===== config.mk =====
export PLATFORM = sky130hd
export DESIGN_NAME = exec_unit
export DESIGN_NICKNAME = d
export VERILOG_FILES = /design/src/exec_pkg.sv /design/src/cmd_capture.sv /design/src/reg_read_stage.sv /design/src/alu_stage.sv /design/src/result_port.sv /design/src/exec_unit.sv
export VERILOG_INCLUDE_DIRS = /design/src
export SDC_FILE = /design/constraint.sdc
export NUM_CORES = 1
export LEC_CHECK = 0
export BUFFER_PORTS_ARGS = -buffer_cell sky130_fd_sc_hd__buf_2
export CORE_MARGIN = 1.5
export CORE_UTILIZATION = 58
export DETAILED_ROUTE_END_ITERATION = 6
export PLACE_DENSITY = 0.78
export SYNTH_ARGS = -nofsm -noshare
export SYNTH_HDL_FRONTEND = slang
export SYNTH_SLANG_ARGS = --single-unit

===== constraint.sdc =====
create_clock -name clk -period 9.85 [get_ports clk]
set_input_delay 1.97 -clock clk [delete_from_list [all_inputs] [get_ports clk]]
set_output_delay 1.97 -clock clk [all_outputs]
set_load 0.05 [all_outputs]

===== src/exec_config.svh =====
`ifndef EXEC_CONFIG_SVH
`define EXEC_CONFIG_SVH

// datapath width of the execute slice
`define EXEC_DW 32

// general register file size
`define EXEC_NREGS 8

// bits needed to index one register
`define EXEC_RW 3

// EXEC_NREGS must be 2**EXEC_RW

`endif


===== src/exec_pkg.sv =====
`default_nettype none

`include "exec_config.svh"

package exec_pkg;

    typedef enum logic [3:0] {
        ALU_MOVE,  // dst = src/imm
        ALU_ADD,
        ALU_ADC,   // add with carry in
        ALU_SUB,
        ALU_SBC,   // sub with borrow in
        ALU_AND,
        ALU_OR,
        ALU_MDEC1, // modulo decrement by 1
        ALU_MDEC2,
        ALU_MDEC4,
        ALU_BIT,   // test bit, z only
        ALU_BS1F,  // lowest set bit index
        ALU_BS1B,  // highest set bit index
        ALU_CCF,   // complement carry
        ALU_CHG,   // flip one bit of dst
        ALU_CPL    // one's complement
    } alu_op_e;

    typedef enum logic [1:0] {
        W_NONE, // flags only, no register write
        W_BYTE,
        W_WORD,
        W_LONG
    } op_width_e;

    typedef union packed {
        logic [`EXEC_DW-1:0] data; // plain operand
        struct packed {
            logic [`EXEC_DW-5:0] unused;
            logic [3:0]          idx;  // bit number for BIT/CHG
        } bit_sel;
    } imm_word_u;

    typedef struct packed {
        logic s; // sign
        logic z; // zero
        logic h; // half carry
        logic v; // overflow or parity
        logic n; // last op was a subtract
        logic c; // carry/borrow
    } alu_flags_t;

    typedef struct packed {
        alu_op_e             op;
        op_width_e           width;
        logic                sel_imm; // second operand from imm
        logic                flag_we; // flag update with width NONE
        logic [`EXEC_RW-1:0] dst;
        logic [`EXEC_RW-1:0] src;
        imm_word_u           imm;
    } exec_cmd_t;

    typedef struct packed {
        exec_cmd_t           cmd;
        logic [`EXEC_DW-1:0] op0; // read from dst
        logic [`EXEC_DW-1:0] op1; // read from src
    } exec_opnd_t;

    typedef struct packed {
        logic [`EXEC_RW-1:0] dst;
        op_width_e           width;
        logic [`EXEC_DW-1:0] data;  // full register image
        alu_flags_t          flags;
    } exec_rslt_t;

endpackage

`default_nettype wire


===== src/cmd_capture.sv =====
`default_nettype none

module cmd_capture (
    input  wire                  clk,
    input  wire                  rst,
    input  wire                  in_req,
    input  exec_pkg::exec_cmd_t  in_cmd,
    output logic                 in_ack,
    output logic                 c_valid,
    output exec_pkg::exec_cmd_t  c_cmd,
    input  wire                  c_stall
);

    logic load; // take one command this edge

    // in_ack doubles as the phase bit of the handshake
    // low while waiting for req and high until req drops
    assign load = !in_ack && in_req && !c_valid;

    always_ff @(posedge clk or posedge rst) begin
        if (rst) begin
            in_ack  <= 1'b0;
            c_valid <= 1'b0;
        end else begin
            if (c_valid && !c_stall) begin
                c_valid <= 1'b0;          // handed to reg read
            end
            if (load) begin
                in_ack  <= 1'b1;          // phase 2
                c_valid <= 1'b1;
            end else if (in_ack && !in_req) begin
                in_ack  <= 1'b0;          // phase 4, ready again
            end
        end
    end

    // command payload, only written on load
    always_ff @(posedge clk) begin
        if (load) begin
            c_cmd <= in_cmd;
        end
    end

endmodule

`default_nettype wire


===== src/reg_read_stage.sv =====
`default_nettype none

`include "exec_config.svh"

module reg_read_stage (
    input  wire                  clk,
    input  wire                  rst,
    input  wire                  c_valid,
    input  exec_pkg::exec_cmd_t  c_cmd,
    output logic                 c_stall,
    output logic                 r_valid,
    output exec_pkg::exec_opnd_t r_opnd,
    input  wire                  r_stall,
    input  wire [`EXEC_RW-1:0]   a_busy_dst,
    input  wire                  a_busy,
    input  wire [`EXEC_RW-1:0]   p_busy_dst,
    input  wire                  p_busy,
    input  wire                  wb_en,
    input  wire [`EXEC_RW-1:0]   wb_dst,
    input  wire [`EXEC_DW-1:0]   wb_data
);

    logic [`EXEC_DW-1:0] regs [`EXEC_NREGS]; // general registers
    logic                hazard;              // pending write to src or dst
    logic                take;                // move command into r_opnd

    // true when a busy slot writes a register this command touches
    function automatic logic dst_hit(
        input logic                busy,
        input logic [`EXEC_RW-1:0] busy_dst,
        input exec_pkg::exec_cmd_t cmd
    );
        return busy && (busy_dst == cmd.dst || busy_dst == cmd.src);
    endfunction

    // three slots ahead of us may still owe a write-back
    assign hazard = dst_hit(r_valid, r_opnd.cmd.dst, c_cmd) ||
                    dst_hit(a_busy, a_busy_dst, c_cmd) ||
                    dst_hit(p_busy, p_busy_dst, c_cmd);

    assign c_stall = hazard || (r_valid && r_stall);
    assign take    = c_valid && !c_stall;

    always_ff @(posedge clk or posedge rst) begin
        if (rst) begin
            r_valid <= 1'b0;
        end else if (take) begin
            r_valid <= 1'b1;
        end else if (!r_stall) begin
            r_valid <= 1'b0;         // alu took it, nothing new
        end
    end

    // operand capture, no hazard so regs are current
    always_ff @(posedge clk) begin
        if (take) begin
            r_opnd.cmd <= c_cmd;
            r_opnd.op0 <= regs[c_cmd.dst];
            r_opnd.op1 <= regs[c_cmd.src];
        end
    end

    // write-back port
    // byte/word results come with the dst upper bits already merged by the alu,
    // so a full word write keeps them
    always_ff @(posedge clk or posedge rst) begin
        if (rst) begin
            for (int i = 0; i < `EXEC_NREGS; i++) begin
                regs[i] <= '0;
            end
        end else if (wb_en) begin
            regs[wb_dst] <= wb_data;
        end
    end

endmodule

`default_nettype wire


===== src/alu_stage.sv =====
`default_nettype none

`include "exec_config.svh"

module alu_stage (
    input  wire                  clk,
    input  wire                  rst,
    input  wire                  r_valid,
    input  exec_pkg::exec_opnd_t r_opnd,
    output logic                 r_stall,
    output logic                 a_valid,
    output exec_pkg::exec_rslt_t a_rslt,
    input  wire                  a_stall,
    output logic [`EXEC_RW-1:0]  a_busy_dst,
    output logic                 a_busy
);

    exec_pkg::op_width_e  w;         // operation width
    exec_pkg::alu_op_e    op;
    logic [`EXEC_DW-1:0]  op0, op1, op2; // dst, src, src or imm
    logic [3:0]           bidx;      // bit index from imm
    logic [`EXEC_DW-1:0]  res;       // raw result
    logic [`EXEC_DW-1:0]  merged;    // result placed into dst image
    logic [`EXEC_DW:0]    ext_res;   // sign extended sum for v
    logic [2:0]           cc;        // carry out of byte, word, long
    logic                 hc;        // nibble carry
    logic                 cin;       // carry/borrow in for ADC/SBC
    exec_pkg::alu_flags_t flags;     // persistent flag register
    exec_pkg::alu_flags_t nx;        // flags as the op leaves them
    exec_pkg::alu_flags_t flags_next;
    logic                 upd;       // op touches the flags
    logic                 load;      // accept r_opnd this edge

    function automatic logic sgn_at(input exec_pkg::op_width_e wd,
                                    input logic [`EXEC_DW-1:0] x);
        case (wd)
            exec_pkg::W_BYTE: return x[7];
            exec_pkg::W_WORD: return x[15];
            default:          return x[31];
        endcase
    endfunction

    function automatic logic zero_at(input exec_pkg::op_width_e wd,
                                     input logic [`EXEC_DW-1:0] x);
        case (wd)
            exec_pkg::W_BYTE: return x[7:0] == '0;
            exec_pkg::W_WORD: return x[15:0] == '0;
            default:          return x == '0;
        endcase
    endfunction

    function automatic logic [`EXEC_DW:0] sext(input exec_pkg::op_width_e wd,
                                               input logic [`EXEC_DW-1:0] x);
        case (wd)
            exec_pkg::W_BYTE: return {{25{x[7]}}, x[7:0]};
            exec_pkg::W_WORD: return {{17{x[15]}}, x[15:0]};
            default:          return {x[31], x};
        endcase
    endfunction

    assign w    = r_opnd.cmd.width;
    assign op   = r_opnd.cmd.op;
    assign op0  = r_opnd.op0;
    assign op1  = r_opnd.op1;
    assign op2  = r_opnd.cmd.sel_imm ? r_opnd.cmd.imm.data : r_opnd.op1;
    assign bidx = r_opnd.cmd.imm.bit_sel.idx;
    assign cin  = (op == exec_pkg::ALU_ADC || op == exec_pkg::ALU_SBC) ? flags.c : 1'b0;

    always_comb begin
        res     = op0;   // ops without data result leave dst alone
        nx      = flags;
        cc      = '0;
        hc      = 1'b0;
        ext_res = '0;
        case (op)
            exec_pkg::ALU_MOVE: res = op2;
            exec_pkg::ALU_ADD, exec_pkg::ALU_ADC: begin
                {hc, res[3:0]}       = {1'b0, op0[3:0]} + {1'b0, op2[3:0]} + {4'd0, cin};
                {cc[0], res[7:4]}    = {1'b0, op0[7:4]} + {1'b0, op2[7:4]} + {4'd0, hc};
                {cc[1], res[15:8]}   = {1'b0, op0[15:8]} + {1'b0, op2[15:8]} + {8'd0, cc[0]};
                {cc[2], res[31:16]}  = {1'b0, op0[31:16]} + {1'b0, op2[31:16]} + {16'd0, cc[1]};
                ext_res = sext(w, op0) + sext(w, op2) + {32'd0, cin};
                nx.n    = 1'b0;
            end
            exec_pkg::ALU_SUB, exec_pkg::ALU_SBC: begin
                {hc, res[3:0]}       = {1'b0, op0[3:0]} - {1'b0, op2[3:0]} - {4'd0, cin};
                {cc[0], res[7:4]}    = {1'b0, op0[7:4]} - {1'b0, op2[7:4]} - {4'd0, hc};
                {cc[1], res[15:8]}   = {1'b0, op0[15:8]} - {1'b0, op2[15:8]} - {8'd0, cc[0]};
                {cc[2], res[31:16]}  = {1'b0, op0[31:16]} - {1'b0, op2[31:16]} - {16'd0, cc[1]};
                ext_res = sext(w, op0) - sext(w, op2) - {32'd0, cin};
                nx.n    = 1'b1;
            end
            exec_pkg::ALU_AND: begin
                res  = op0 & op2;
                nx.h = 1'b1;
            end
            exec_pkg::ALU_OR: begin
                res  = op0 | op2;
                nx.h = 1'b0;
            end
            exec_pkg::ALU_MDEC1, exec_pkg::ALU_MDEC2, exec_pkg::ALU_MDEC4: begin
                if ((op0[15:0] & op2[15:0]) == '0) begin
                    res[15:0] = op0[15:0] + op2[15:0]; // wrap to top of window
                end else if (op == exec_pkg::ALU_MDEC1) begin
                    res[15:0] = op0[15:0] - 16'd1;
                end else if (op == exec_pkg::ALU_MDEC2) begin
                    res[15:0] = op0[15:0] - 16'd2;
                end else begin
                    res[15:0] = op0[15:0] - 16'd4;
                end
            end
            exec_pkg::ALU_BIT: begin
                nx.z = ~op1[bidx];
                nx.h = 1'b1;
                nx.n = 1'b0;
            end
            exec_pkg::ALU_CHG: res[bidx] = ~op0[bidx];
            exec_pkg::ALU_BS1F: begin
                res = '0;
                for (int i = 15; i >= 0; i--) begin
                    if (op1[i]) res = `EXEC_DW'(i); // last hit is lowest
                end
                nx.v = op1[15:0] == '0;
            end
            exec_pkg::ALU_BS1B: begin
                res = '0;
                for (int i = 0; i < 16; i++) begin
                    if (op1[i]) res = `EXEC_DW'(i); // last hit is highest
                end
                nx.v = op1[15:0] == '0;
            end
            exec_pkg::ALU_CCF: begin
                nx.c = ~flags.c;
                nx.n = 1'b0;
            end
            default: begin // ALU_CPL
                res  = ~op2;
                nx.h = 1'b1;
                nx.n = 1'b1;
            end
        endcase
        // shared flag rules by op group
        if (op inside {exec_pkg::ALU_ADD, exec_pkg::ALU_ADC,
                       exec_pkg::ALU_SUB, exec_pkg::ALU_SBC}) begin
            nx.s = sgn_at(w, res);
            nx.z = zero_at(w, res);
            nx.h = hc;
            nx.v = ext_res[`EXEC_DW] ^ sgn_at(w, res); // sign out of range
            nx.c = (w == exec_pkg::W_BYTE) ? cc[0] : (w == exec_pkg::W_WORD) ? cc[1] : cc[2];
        end else if (op == exec_pkg::ALU_AND || op == exec_pkg::ALU_OR) begin
            nx.s = sgn_at(w, res);
            nx.z = zero_at(w, res);
            nx.v = (w == exec_pkg::W_BYTE) ? ~^res[7:0] : ~^res[15:0]; // even parity
            nx.n = 1'b0;
            nx.c = 1'b0;
        end
    end

    // narrow ops keep the dst bits above their width
    always_comb begin
        case (w)
            exec_pkg::W_BYTE: merged = {op0[31:8], res[7:0]};
            exec_pkg::W_WORD: merged = {op0[31:16], res[15:0]};
            exec_pkg::W_LONG: merged = res;
            default:          merged = op0;   // no write
        endcase
    end

    assign upd        = (w != exec_pkg::W_NONE) || r_opnd.cmd.flag_we;
    assign flags_next = upd ? nx : flags;
    assign r_stall    = a_valid && a_stall;
    assign load       = r_valid && !r_stall;
    assign a_busy     = a_valid;
    assign a_busy_dst = a_rslt.dst;

    always_ff @(posedge clk or posedge rst) begin
        if (rst) begin
            a_valid <= 1'b0;
            flags   <= '0;
        end else if (load) begin
            a_valid <= 1'b1;
            flags   <= flags_next; // same edge as the result
        end else if (!a_stall) begin
            a_valid <= 1'b0;
        end
    end

    always_ff @(posedge clk) begin
        if (load) begin
            a_rslt.dst   <= r_opnd.cmd.dst;
            a_rslt.width <= w;
            a_rslt.data  <= merged;
            a_rslt.flags <= flags_next;
        end
    end

endmodule

`default_nettype wire


===== src/result_port.sv =====
`default_nettype none

`include "exec_config.svh"

module result_port (
    input  wire                  clk,
    input  wire                  rst,
    input  wire                  a_valid,
    input  exec_pkg::exec_rslt_t a_rslt,
    output logic                 a_stall,
    output logic                 out_req,
    output exec_pkg::exec_rslt_t out_rslt,
    input  wire                  out_ack,
    output logic                 wb_en,
    output logic [`EXEC_RW-1:0]  wb_dst,
    output logic [`EXEC_DW-1:0]  wb_data,
    output logic [`EXEC_RW-1:0]  p_busy_dst,
    output logic                 p_busy
);

    localparam logic [1:0] ST_EMPTY = 2'd0; // slot free
    localparam logic [1:0] ST_HOLD  = 2'd1; // result taken, req next
    localparam logic [1:0] ST_REQ   = 2'd2; // req high, wait ack
    localparam logic [1:0] ST_DONE  = 2'd3; // req low, wait ack low

    logic [1:0] state;

    assign a_stall    = state != ST_EMPTY;
    assign p_busy     = state != ST_EMPTY;   // dst still owed to reg file
    assign p_busy_dst = out_rslt.dst;
    assign wb_dst     = out_rslt.dst;
    assign wb_data    = out_rslt.data;

    always_ff @(posedge clk or posedge rst) begin
        if (rst) begin
            state   <= ST_EMPTY;
            out_req <= 1'b0;
            wb_en   <= 1'b0;
        end else begin
            wb_en <= 1'b0;               // one cycle pulse
            case (state)
                ST_EMPTY: if (a_valid) state <= ST_HOLD;
                ST_HOLD: begin
                    out_req <= 1'b1;
                    wb_en   <= out_rslt.width != exec_pkg::W_NONE;
                    state   <= ST_REQ;
                end
                ST_REQ: begin
                    if (out_ack) begin
                        out_req <= 1'b0;
                        state   <= ST_DONE;
                    end
                end
                default: if (!out_ack) state <= ST_EMPTY; // ST_DONE
            endcase
        end
    end

    // held stable through the whole ack cycle
    always_ff @(posedge clk) begin
        if (state == ST_EMPTY && a_valid) begin
            out_rslt <= a_rslt;
        end
    end

endmodule

`default_nettype wire


===== src/exec_unit.sv =====
`default_nettype none

`include "exec_config.svh"

module exec_unit (
    input  wire                  clk,
    input  wire                  rst,
    input  wire                  in_req,
    input  exec_pkg::exec_cmd_t  in_cmd,
    output logic                 in_ack,
    output logic                 out_req,
    output exec_pkg::exec_rslt_t out_rslt,
    input  wire                  out_ack
);

    logic                 c_valid, c_stall;   // capture -> reg read
    exec_pkg::exec_cmd_t  c_cmd;
    logic                 r_valid, r_stall;   // reg read -> alu
    exec_pkg::exec_opnd_t r_opnd;
    logic                 a_valid, a_stall;   // alu -> result port
    exec_pkg::exec_rslt_t a_rslt;
    logic [`EXEC_RW-1:0]  a_busy_dst, p_busy_dst; // hazard taps
    logic                 a_busy, p_busy;
    logic                 wb_en;              // write-back
    logic [`EXEC_RW-1:0]  wb_dst;
    logic [`EXEC_DW-1:0]  wb_data;

    cmd_capture u_cap (
        .clk, .rst, .in_req, .in_cmd, .in_ack,
        .c_valid, .c_cmd, .c_stall
    );

    reg_read_stage u_rd (
        .clk, .rst, .c_valid, .c_cmd, .c_stall,
        .r_valid, .r_opnd, .r_stall,
        .a_busy_dst, .a_busy, .p_busy_dst, .p_busy,
        .wb_en, .wb_dst, .wb_data
    );

    alu_stage u_alu (
        .clk, .rst, .r_valid, .r_opnd, .r_stall,
        .a_valid, .a_rslt, .a_stall, .a_busy_dst, .a_busy
    );

    result_port u_out (
        .clk, .rst, .a_valid, .a_rslt, .a_stall,
        .out_req, .out_rslt, .out_ack,
        .wb_en, .wb_dst, .wb_data, .p_busy_dst, .p_busy
    );

endmodule

`default_nettype wire


==> out/metrics.csv <==
stage,metric,value,unit
status,status,finished with violations,
status,violations,setup timing,
critical_path,reg2reg_depth,44,
critical_path,regToRegSetupSlack,-0.04,ns
floorplanning,core,55100,µm²
critical_path,critPathKind,reg2reg,
place,dp_hpwl,69600,µm
cells_and_area,layout-drive-gt1-share,0.301,
grt,grt_pass1_vias,24100,
grt,grt_max_degree,119,
cells_and_area,multiInputGateArea,17400,µm²
critical_path,crit_arrival,10.40,ns
yosys,yosys.area.top_type_share,0.222,
yosys,syn_area_per_cell,12.1,µm²
routing,topRoutingLayerUsed,met5,
place,numPortBuffers,94,
yosys,synth_top_family_by_area,multiplexers,
cells_and_area,fill_cells,4003,
floorplanning,row_count,86,
routing,wl_met3,10100,µm
routing,drt_wl_total,101000,µm
critical_path,cp-end-kind,flop,
worst_hold_path,hp-start,u_cap.c_cmd[6],
sta,setup_viol,2,
yosys,yosysTopAreaCell,edfxtp_1,
cells_and_area,area.sequential,13900,µm²
yosys,netlist_area,32300,µm²
yosys,yosysUniqueCellTypes,100,
routing,drtIter0Drc,2755,
routing,route.met2.wl,45600,µm
critical_path,required,10.35,ns
yosys,synth_compound_area_frac,0.120,
routing,dr.pass1.iters,6,
yosys,ys_ff_latch,509,
sta,final_hold_viol_count,0,
sta,maxSlewHeadroom,0.206,
critical_path,critPathMaxFanout,3,
clock_tree,clock-sinks,509,
critical_path,r2r_start,u_rd.r_opnd[107],
clock_tree,clockBufferDepth,3,
floorplanning,die_area,57200,µm²
yosys,synth_adder_area_share,0.0949,
yosys,postSynthCellCount,2678,
grt,grt_pass1_wl,152000,µm
cells_and_area,postLayoutCellArea,36200,µm²
yosys,synth-edff-count,239,
worst_hold_path,holdCritPathClass,reg2reg,
clock_tree,clock_latency,0.64,ns
sta,rsz0062_at_grt,true,
floorplanning,initial_utilization,0.587,
sta,finalWorstSetupSlack,-0.0408,ns
clock_tree,cts_buffers,54,
yosys,ys_warn_count,0,
flow_run,cap_violations,0,
clock_tree,cts_max_level,2,
yosys,synth-async-reset-ratio,0.530,
worst_hold_path,min_delay_path_depth,0,
cells_and_area,instances_no_fill,3593,
clock_tree,path_clk_slew,0.09,ns
sta,worst_pin_slew,1.19,ns
sta,finalCriticalPeriod,9.89,ns
sta,fmax,0.101,GHz
yosys,synth_xor_area_frac,0.0200,
cells_and_area,mostFrequentLayoutCell,mux2_2,
routing,drcViolationCount,0,
yosys,synthMuxAreaShare,0.223,
critical_path,cpMaxStageDelayCell,fa_1,
yosys,synth_nets,2963,
yosys,synthFlopType,dfrtp_1,
sta,period_share,1.00,
yosys,synth-seq-area-share,0.431,
floorplanning,die_height,239,µm
critical_path,crit_path_start_kind,flop,
critical_path,cp_slowest_stage_delay,0.54,ns
routing,via_count,24200,
floorplanning,num_io_pins,95,
routing,wire_per_inst,28.2,µm
yosys,synthSimpleGateAreaFrac,0.0678,
sta,skew,0.0563,ns
yosys,synth.area.top_cells,"edfxtp_1 22%, dfrtp_1 21%, mux2_2 11%",
cells_and_area,area_growth,12.0,%
sta,report.final.slew_viol_count,0,
cells_and_area,nets,3085,
clock_tree,cts_root_buf,clkbuf_16,
routing,postRouteAntennaNets,0,
grt,grt_usage,0.357,
clock_tree,cts_tree,built,
place,gp_congestion,1.03,
sta,whs,0.389,ns
routing,routed_via_density,6.73,
floorplanning,die_x,239,µm
place,place_area,34000,µm²
critical_path,r2r_end,u_alu.a_rslt[4],
place,dp_cells,3473,
grt,antenna_found_initial,6,
routing,drt-met1-wl,41700,µm
cells_and_area,final_cell_mix,"327 x mux2_2, 270 x dfrtp_1, 239 x edfxtp_1",
worst_hold_path,hold_end,u_rd.r_opnd[70],
grt,overflow,0,
cells in the mapped netlist, drive strengths merged, types with 10 or more instances:
master	n
mux2	327
dfrtp	270
edfxtp	239
ha	218
inv	188
o21ai	162
mux4	138
nand2	131
a21oi	108
clkbuf	108
nor2	93
buf	45
xnor2	39
mux2i	38
nor3	37
xor2	35
nand3	31
a21boi	28
a211oi	24
o22ai	24
a21o	22
nand4	21
o221ai	21
a221oi	20
nand2b	20
nor4	20
a31oi	19
fa	17
nor2b	16
o21a	14
o31ai	14
a22oi	12
a2111oi	11
a311oi	11
o21bai	10
or3	10
logic make-up (layout without fill, tap and decap cells):
| kind of cell | count (synthesis) | in the layout |
|---|---|---|
| compound gates | 584 | 584 |
| xor+xnor | 74 | 74 |
| fa+ha+maj | 235 | 235 |
| buf+inv | 341 | 507 |
| flops | 509 | 509 |
| mux | 503 | 503 |
| other cells | 0 | 1 |
| simple gates | 432 | 432 |
metrics by stage:
step / utilization / setup slack (ns) / TNS [ns]
after floorplan: - / 0.00174 / 0
after global placement: 0.617 / -0.328 / -0.884
after detailed placement: 0.617 / -0.391 / -1.40
after CTS: 0.653 / -0.0268 / -0.0514
after global routing: 0.657 / -0.342 / -1.21
final: 0.657 / -0.0408 / -0.0640
worst max-delay path: cells and delay by family (launching register included):
family | cells | cell delay [ns]
adders and majority gates | 12 | 4.00
and+or+nand+nor | 12 | 2.19
AOI/OAI and AO/OA | 11 | 2.05
xor gates and xnor gates | 4 | 0.73
buffers and inverters | 5 | 0.43
DFF | 1 | 0.41
worst max path at each step:
| stage | from | endpoint | slack (ns) | depth (start not counted) |
|---|---|---|---|---|
| floorplan | u_rd.r_opnd[107] | u_alu.a_rslt[4] | 0.002 | 47 |
| global placement | u_rd.r_opnd[107] | u_alu.flags[4] | -0.33 | 45 |
| detailed placement | u_rd.r_opnd[107] | u_alu.a_rslt[4] | -0.39 | 46 |
| CTS | u_rd.r_opnd[107] | u_alu.a_rslt[4] | -0.03 | 43 |
| global route | u_rd.r_opnd[107] | u_alu.a_rslt[4] | -0.34 | 44 |
| finish | u_rd.r_opnd[107] | u_alu.a_rslt[4] | -0.04 | 44 |
metal layers:
metal,vias up,GRT usage
met4,6,0.130
met1,12200,0.506
met2,1336,0.544
li1,10400,-
met5,-,0
met3,254,0.0777
state kept, by name, summed over array words and instances (netlist names):
register / cells
u_out.out_rslt: 8
u_out.wb_data: 32
u_rd.regs: 256
u_out.state: 2
u_out.p_busy_dst: 3
u_cap.in_ack: 1
u_rd.r_opnd: 107
u_alu.a_rslt: 40
u_out.wb_en: 1
u_alu.a_busy: 1
u_alu.flags: 6
u_cap.c_valid: 1
u_out.out_req: 1
u_cap.c_cmd: 46
u_rd.r_valid: 1
u_alu.a_busy_dst: 3
area by class of cell:
| type | instances | share of cell area |
|---|---|---|
| multi-input cells | 1828 | 0.480 |
| flip-flops and latches | 509 | 0.385 |
| clock buffers | 77 | 0.0428 |
| repair buffers | 219 | 0.0390 |
| well taps | 748 | 0.0259 |
| inverters | 188 | 0.0197 |
| clock inverters | 23 | 0.00816 |
| diodes | 1 | 0.0000691 |
what timing repair did:
action / CTS / global route
hold buffers: 0 / 0
gates resized for setup: 7 / 33
pin swaps: 24 / 11
gates cloned: 0 / 0
buffers inserted: 16 / 4
setup endpoints to repair: 6 / 10
Power is left out: the tool's default activity adds up to more than one toggle a clock period on the data nets, which glitch-free logic cannot reach.
